### src/hdl/cpu_pkg.sv
package cpu_pkg;

    // datapath widths
    localparam int xlen        = 64;
    localparam int inst_w      = 32;
    localparam int reg_index_w = 5;
    localparam int reg_count   = 32;
    localparam int shamt_w     = 6;

    // first fetch address after reset
    localparam logic [xlen-1:0] pc_start = 64'h0000_0000_8000_0000;

    // custom opcode that stops the core, x10 low byte is the trap code
    localparam logic [6:0] halt_opcode = 7'h6b;

    // major opcodes kept in this core
    typedef enum logic [6:0] {
        op_imm  = 7'h13,
        op_reg  = 7'h33,
        op_lui  = 7'h37,
        op_halt = halt_opcode
    } opcode_e;

    typedef enum logic [2:0] {
        alu_add,
        alu_sub,
        alu_and,
        alu_or,
        alu_xor,
        alu_slt,
        alu_sltu
    } alu_op_e;

    typedef enum logic [1:0] {
        shift_sll,
        shift_srl,
        shift_sra
    } shift_op_e;

    // write-back source
    typedef enum logic [1:0] {
        res_alu,
        res_shift,
        res_imm
    } result_sel_e;

endpackage

### src/hdl/inst_decode.sv
module inst_decode (
    input  logic [cpu_pkg::inst_w-1:0]      inst,
    input  logic                            inst_valid,
    output logic [cpu_pkg::reg_index_w-1:0] rs1_index,
    output logic [cpu_pkg::reg_index_w-1:0] rs2_index,
    output logic [cpu_pkg::reg_index_w-1:0] rd_index,
    output logic                            rd_en,
    output logic                            src_imm,
    output logic [cpu_pkg::xlen-1:0]        imm_data,
    output cpu_pkg::alu_op_e                alu_op,
    output cpu_pkg::shift_op_e              shift_op,
    output cpu_pkg::result_sel_e            result_sel,
    output logic                            halt
);
    import cpu_pkg::*;

    opcode_e    opcode;
    logic [2:0] funct3;
    logic [6:0] funct7;
    logic       legal;

    assign opcode    = opcode_e'(inst[6:0]);
    assign funct3    = inst[14:12];
    assign funct7    = inst[31:25];
    assign rs1_index = inst[19:15];
    assign rs2_index = inst[24:20];
    assign rd_index  = inst[11:7];

    always_comb begin
        legal      = 1'b0;
        src_imm    = 1'b0;
        imm_data   = {{(xlen-12){inst[31]}}, inst[31:20]};
        alu_op     = alu_add;
        shift_op   = shift_sll;
        result_sel = res_alu;

        // funct3 picks the operation for both OP and OP-IMM
        case (funct3)
            3'b001: result_sel = res_shift;
            3'b010: alu_op = alu_slt;
            3'b011: alu_op = alu_sltu;
            3'b100: alu_op = alu_xor;
            3'b101: begin
                result_sel = res_shift;
                shift_op   = inst[30] ? shift_sra : shift_srl;
            end
            3'b110: alu_op = alu_or;
            3'b111: alu_op = alu_and;
            default: alu_op = alu_add;
        endcase

        case (opcode)
            op_imm: begin
                src_imm = 1'b1;
                // rv64 shamt is 6 bits, upper bits must be clean
                if (funct3 == 3'b001) begin
                    legal = inst[31:26] == 6'b000000;
                end else if (funct3 == 3'b101) begin
                    legal = inst[31:26] == 6'b000000 || inst[31:26] == 6'b010000;
                end else begin
                    legal = 1'b1;
                end
            end
            op_reg: begin
                if (funct3 == 3'b000 || funct3 == 3'b101) begin
                    legal = funct7 == 7'h00 || funct7 == 7'h20;
                end else begin
                    legal = funct7 == 7'h00;
                end
                if (funct3 == 3'b000 && inst[30]) begin
                    alu_op = alu_sub;
                end
            end
            op_lui: begin
                legal      = 1'b1;
                result_sel = res_imm;
                imm_data   = {{(xlen-32){inst[31]}}, inst[31:12], 12'b0};
            end
            default: legal = 1'b0;
        endcase
    end

    assign rd_en = inst_valid & legal & (rd_index != '0);
    assign halt  = inst_valid & (opcode == op_halt);

endmodule

### config.mk
export PLATFORM = sky130hd
export DESIGN_NAME = inst_decode
export DESIGN_NICKNAME = d
export VERILOG_FILES = /design/src/hdl/cpu_pkg.sv /design/src/hdl/inst_decode.sv
export SDC_FILE = /design/constraint.sdc
export NUM_CORES = 1
export LEC_CHECK = 0
export ABC_AREA = 1
export BUFFER_PORTS_ARGS = -buffer_cell sky130_fd_sc_hd__buf_2
export CORE_ASPECT_RATIO = 1.25
export CORE_MARGIN = 1
export CORE_UTILIZATION = 30
export DETAILED_ROUTE_END_ITERATION = 16
export PLACE_DENSITY = 0.86
export SYNTH_ARGS = -nofsm -noshare
export SYNTH_HDL_FRONTEND = slang
export SYNTH_SLANG_ARGS = --single-unit
export TNS_END_PERCENT = 10
### constraint.sdc
create_clock -name vclk -period 0.93
set_clock_uncertainty 0.2 [all_clocks]
set_input_delay 0.093 -clock vclk [all_inputs]
set_output_delay 0.093 -clock vclk [all_outputs]
set_load 0.1 [all_outputs]
==> summary.txt, run 1 <==
Synthesis
  • Post-synthesis mux area share: 0
  • Synth Area in Adders: 0
  • Sequential area share after synthesis: 0
  • Syn_area_per_cell: 5.73 µm²
  • Synth warnings: 0
  • Syn_nets: 189
  • Distinct cell type count after synthesis: 18
  • Commonest cells post-synth: 48 x buf_4, 25 x nor2_1, 23 x inv_1
  • Post-synth top area cell: buf_4
  • Simple-gate area share of the yosys netlist: 0.294
  • Post-Syn Area: 893 µm²
  • Mapped Cells: 156
  • Largest cells by area after synthesis: buf_4 40%, nor2_1 11%, inv_1 9.7%, nand2_1 8.8%, o21ai_2 8.8%
  • XOR/XNOR Fraction of Synth Area: 0
  • Synth Area in Compound Gates: 0.144
  • Most common cell in the netlist: buf_4
  • Yosys top cell area share: 0.403
  • Largest family of logic cells by synthesized area: buffers and inverters

Run status
  • Last stage: detailed placement
  • Run status: stopped before the end
  • Error: [ERROR DPL-0038] Utilization greater than 100%, impossible to legalize

Floorplanning
  • Starting Density: 0.324
  • Die Height: 63.0 µm
  • Row count: 21
  • Ports: 122
  • Die X-Extent: 50.8 µm

Placed design
  • GPL Wtd Cong: 0.777
  • Port buffer count: 122
metrics by stage:
stage	cells	cell area (µm²)	hold WS, ns	setup WS [ns]	setup TNS [ns]
2_1_floorplan	156	1160	0.100	-0.787	-23.12
3_3_place_gp	289	3010	0.267	-0.533	-25.87
cell families after synthesis:
kind of cell	after synthesis
buffers and inverters	76
AND/OR/NAND/NOR	61
AO/OA/AOI/OAI	19
==> run 2: changes to the inputs <==
--- a/config.mk
+++ b/config.mk
@@ -7,11 +7,10 @@
 export LEC_CHECK = 0
 export ABC_AREA = 1
 export BUFFER_PORTS_ARGS = -buffer_cell sky130_fd_sc_hd__buf_2
-export CORE_ASPECT_RATIO = 1.25
-export CORE_MARGIN = 1
-export CORE_UTILIZATION = 30
+export CORE_AREA = 2 2 63 65
 export DETAILED_ROUTE_END_ITERATION = 16
-export PLACE_DENSITY = 0.86
+export DIE_AREA = 0 0 65 67
+export PLACE_DENSITY_LB_ADDON = 0.15
 export SYNTH_ARGS = -nofsm -noshare
 export SYNTH_HDL_FRONTEND = slang
 export SYNTH_SLANG_ARGS = --single-unit
==> constraint.sdc (replaced) <==
create_clock -name vclk -period 1.2
set_clock_uncertainty 0.2 [all_clocks]
set_input_delay 0.12 -clock vclk [all_inputs]
set_output_delay 0.12 -clock vclk [all_outputs]
set_load 0.1 [all_outputs]
==> run 2 against run 1 <==
The flow now finishes, with violations (negative setup slack); synthesized area is the same; synthesized cell count is the same.
==> summary.txt, run 2 <==
Routing
  • Post-DR wirelength/cell: 20.3 µm
  • Routed Antenna Nets: 0
  • Iteration-0 DRC count of the detailed router: 43
  • DRT Wirelength: 6.21 mm
  • Via density: 4.60
  • Post-route DRC: 0
  • DR vias: 1408
  • DR pass1 iterations: 4

Cells and area
  • Multi-input gate area: 737 µm²
  • Area occupied by registers: 0 µm²
  • Final Net Count: 293
  • N_diodes: 0
  • Fillers: 120
  • Final-layout clock buffer total: 0
  • Design area: 0.00327 mm²
  • Most frequent cells in the layout: 94 x buf_12, 27 x buf_2, 22 x buf_4
  • Sequential cell count: 0
  • Area grow syn2layout: 266%
  • Most common cell after layout, fill and taps aside: buf_12
  • Share of cells above drive strength 1: 0.826

Global route
  • First-pass GRT wire length: 8.24 mm
  • Grt ovf: 0
  • Total global-route track usage: 0.247
  • Vias in the first global route: 1514
  • Antenna violations before repair: 0
  • Pin count of the biggest net entering global routing: 20

Placed design
  • GPL Wtd Cong: 0.841
  • Port buffer count: 122
  • Post-DP HPWL: 3.92 mm
  • Placed inst area: 0.00300 mm²

Hold path
  • Worst Hold Depth: 2
  • Min-delay src: inst[22]
  • Hold Crit Class: in2out

Synthesis
  • Post-Syn Area: 893 µm²
  • Post-synth top area cell: buf_4
  • Distinct cell type count after synthesis: 18
  • Most common cell in the netlist: buf_4
  • Synth warnings: 0
  • Sequential area share after synthesis: 0
  • Syn_area_per_cell: 5.73 µm²
  • Yosys top cell area share: 0.403
  • Mapped Cells: 156
  • Largest cells by area after synthesis: buf_4 40%, nor2_1 11%, inv_1 9.7%, nand2_1 8.8%, o21ai_2 8.8%
  • Commonest cells post-synth: 48 x buf_4, 25 x nor2_1, 23 x inv_1
  • Syn_nets: 189

Timing
  • WHS: 0.322 ns
  • Worst slew pin tran: 0.303 ns
  • RSZ-0062 raised after global routing: yes
  • Setup_tns: -12.86 ns
  • Fin. Hold Viols: 0
  • Final Cycle Share: 1.32
  • Fmax achieved: 632 MHz
  • Final WS setup: -0.381 ns
  • Slew HR: 0.798
  • # setup viols final: 59
  • Min Tclk post-route: 1.58 ns
  • Final Max Tran Viols: 0

Critical path
  • Crit path launch: inst[2]
  • Worst setup path endpoint: imm_data[15]
  • CP endpoint kind: output pin
  • CP Max Fanout: 10
  • Critical Path Source Type: primary input
  • Critical Path RT: 0.88 ns
  • WS Path Type: in2out
  • WP data arrival: 1.26 ns

Floorplanning
  • Die area: 0.00436 mm²
  • Row count: 22
  • Starting Density: 0.248
  • Ports: 122
  • Die X-Extent: 65 µm
  • CORE AREA: 0.00361 mm²
  • Die Height: 67 µm

Power
  • Leakage: 0.00150 µW
  • Max VDD drop: 491 µV
  • Pwr/cell area: 709 mW/mm²
  • Power Total: 2320 µW

CTS
  • Cts hold-fix bufs: 0

Run status
  • Violated checks: negative setup slack
  • Run status: finished, violations left

Run
  • Max-cap viol count: 0
-- run 2: cell counts after synthesis --
Identical to the previous run, type by type.
-- run 2: stage by stage --
| stage | setup WS (ns) | utilization | std cells |
|---|---|---|---|
| floorplan | -0.571 | - | 156 |
| global placement | -0.305 | 0.833 | 301 |
| detailed placement | -0.333 | 0.833 | 301 |
| CTS | -0.276 | 0.888 | 306 |
| global route | -0.399 | 0.906 | 306 |
| finish | -0.381 | 0.906 | 306 |
-- run 2: cell type report --
cell class,instances,share of cell area
multi-input combinational,80,0.226
timing repair buffer,154,0.717
inverter,24,0.0387
tap,48,0.0184
-- run 2: critical path, cell delays in order --
cell     delay, ns
buf_4         0.15
inv_12        0.04
nor3_4        0.23
nand2_8       0.13
nand2_4       0.11
buf_12        0.16
nand2_1       0.12
buf_12        0.18
-- run 2: cell families (layout without fill, tap and decap cells) --
family | count (synthesis) | count (layout) | share of synthesized area
buffers and inverters | 76 | 178 | 0.562
AOI/OAI and AO/OA | 19 | 19 | 0.144
and+or+nand+nor | 61 | 61 | 0.294
-- run 2: how the worst min path moves through the flow --
stage	end	slack, ns
finish	rs2_index[2]	0.32
global route	rs1_index[4]	0.33
CTS	rs2_index[2]	0.32
detailed placement	rs2_index[4]	0.32
global placement	rs2_index[2]	0.32
floorplan	halt	0.15
-- run 2: power by group --
part           switching [µW]  total [µW]  internal, µW
combinational            1540        2320           776
sequential                  0           0             0
clock                       0           0             0
-- run 2: repair_timing --
action                                  in CTS  in global routing
gates cloned                                 1                  0
endpoints found under the setup margin      59                 60
setup buffers                                4                  0
gates resized for setup                     31                 18
pin swaps                                    4                  3
-- run 2: metal layers --
layer  track usage  vias up  wire, µm
li1              -      635         -
met1         0.234      669      2010
met2         0.528       88      3530
met3        0.0473       16       476
met4        0.0612        0       198
met5             0        -         0
Power figures use the tool's default switching activity.
==> run 3: changes to the inputs <==
--- a/config.mk
+++ b/config.mk
@@ -10,7 +10,8 @@
 export CORE_AREA = 2 2 63 65
 export DETAILED_ROUTE_END_ITERATION = 16
 export DIE_AREA = 0 0 65 67
-export PLACE_DENSITY_LB_ADDON = 0.15
+export PLACE_DENSITY_LB_ADDON = 0.3
+export SETUP_SLACK_MARGIN = 0.1
 export SYNTH_ARGS = -nofsm -noshare
 export SYNTH_HDL_FRONTEND = slang
 export SYNTH_SLANG_ARGS = --single-unit
==> run 3 against run 2 <==
The run still ends with negative setup slack left; power grew 1.5%; global-route usage increased by 2.1 points; setup slack better by 0.033 ns; final cell count shrank 0.33%; wire length increased by 12%; sequential share of layout area did not move; non-clock buffer count decreased by 1; utilization up 1.0 points; worst hold slack improved by 0.0058 ns; flip-flop and latch count is the same; critical path type unchanged; highest routed layer unchanged.
==> summary.txt, run 3 (synthesized netlist as in run 2, its figures left out) <==
Timing
  • Worst slew pin tran: 0.297 ns
  • Setup_tns: -12.23 ns
  • Final Max Tran Viols: 0
  • Final WS setup: -0.348 ns
  • Fmax achieved: 646 MHz
  • Final Cycle Share: 1.29
  • RSZ-0062 raised after global routing: yes
  • Slew HR: 0.801
  • WHS: 0.328 ns
  • Min Tclk post-route: 1.55 ns
  • Fin. Hold Viols: 0
  • # setup viols final: 64

Routing
  • DR vias: 1479
  • Via density: 4.85
  • DRT Wirelength: 6.98 mm
  • Routed Antenna Nets: 0
  • Post-route DRC: 0
  • DR pass1 iterations: 4
  • Iteration-0 DRC count of the detailed router: 80
  • Post-DR wirelength/cell: 22.9 µm

Critical path
  • Critical Path Source Type: primary input
  • CP Max Fanout: 8
  • CP endpoint kind: output pin
  • WP data arrival: 1.23 ns
  • Critical Path RT: 0.88 ns
  • WS Path Type: in2out

Global route
  • Pin count of the biggest net entering global routing: 27
  • Total global-route track usage: 0.268
  • Grt ovf: 0
  • Vias in the first global route: 1592
  • First-pass GRT wire length: 8.81 mm
  • Antenna violations before repair: 0

Cells and area
  • Fillers: 120
  • Area occupied by registers: 0 µm²
  • N_diodes: 0
  • Multi-input gate area: 759 µm²
  • Final Net Count: 292
  • Sequential cell count: 0
  • Area grow syn2layout: 270%
  • Share of cells above drive strength 1: 0.833
  • Most frequent cells in the layout: 97 x buf_12, 28 x buf_2, 21 x buf_4
  • Most common cell after layout, fill and taps aside: buf_12
  • Final-layout clock buffer total: 0

Power
  • Power Total: 2350 µW
  • Leakage: 0.00150 µW
  • Max VDD drop: 589 µV
  • Pwr/cell area: 711 mW/mm²

Run status
  • Violated checks: negative setup slack
  • Run status: finished, violations left

Floorplanning
  • Die Height: 67 µm
  • Ports: 122
  • Starting Density: 0.248
  • CORE AREA: 0.00361 mm²
  • Die X-Extent: 65 µm
  • Row count: 22
  • Die area: 0.00436 mm²

Hold path
  • Hold-critical path endpoint: rs2_index[2]
  • Hold Crit Class: in2out
  • Min-delay src: inst[22]
  • Worst Hold Depth: 2

Run
  • Max-cap viol count: 0

Placed design
  • Post-DP HPWL: 4.01 mm
  • GPL Wtd Cong: 0.794
  • Port buffer count: 122

CTS
  • Cts hold-fix bufs: 0
==> run 3: changes by cell type in the layout (fill, tap and decap cells not counted), sizes merged <==
cell / previous run / this run
buf: 154 / 152
clkinv: 1 / 0
clkbuf: 0 / 1
inv: 22 / 23
==> run 3: worst max-delay path, cell delays in order <==
cell and delay (ns):
buf_12 0.10, inv_12 0.03, nor3_4 0.24, nand2_8 0.14, nand2_4 0.15, buf_12 0.17
o21ai_4 0.09, buf_12 0.17
==> run 3: worst max-delay path by stage <==
stage / from / endpoint / slack [ns] / cells after the start
after global routing: inst[2] / imm_data[30] / -0.39 / 8
final: inst[2] / imm_data[23] / -0.35 / 8
after floorplan: inst[5] / rd_en / -0.57 / 6
after CTS: inst[1] / imm_data[4] / -0.28 / 9
after detailed placement: inst[2] / imm_data[1] / -0.40 / 8
after global placement: inst[2] / imm_data[1] / -0.33 / 8
==> run 3: power breakdown <==
| group | total (µW) | switching (µW) | leakage, µW | internal [µW] |
|---|---|---|---|---|
| clock network | 0 | 0 | 0 | 0 |
| logic | 2350 | 1570 | 0.00150 | 785 |
| registers | 0 | 0 | 0 | 0 |
| total | 2350 | 1570 | 0.00150 | 785 |
==> run 3: layout make-up <==
class,instances,area share
multi-input cells,80,0.230
well taps,48,0.0182
inverters,24,0.0360
repair buffers,153,0.716
==> run 3: metal layers <==
layer | up-vias | share of wire | wire (µm) | GRT usage
li1 | 636 | - | - | -
met1 | 701 | 0.34 | 2350 | 0.261
met2 | 118 | 0.53 | 3710 | 0.536
met3 | 24 | 0.094 | 655 | 0.0743
met4 | 0 | 0.037 | 257 | 0.0878
met5 | - | 0 | 0 | 0
==> run 3: stage by stage <==
step | instance area [µm²] | std cells | utilization | setup slack, ns
finish | 3300 | 305 | 0.916 | -0.348
global route | 3300 | 305 | 0.916 | -0.392
CTS | 3200 | 303 | 0.886 | -0.285
detailed placement | 3020 | 300 | 0.838 | -0.399
global placement | 3020 | 300 | 0.838 | -0.327
floorplan | 1160 | 156 | - | -0.571
==> run 3: what timing repair did <==
item / in CTS / in global routing
cloned: 1 / 1
buffers inserted: 2 / 1
gates resized for setup: 29 / 20
setup endpoints to repair: 74 / 74
pin swaps: 8 / 5
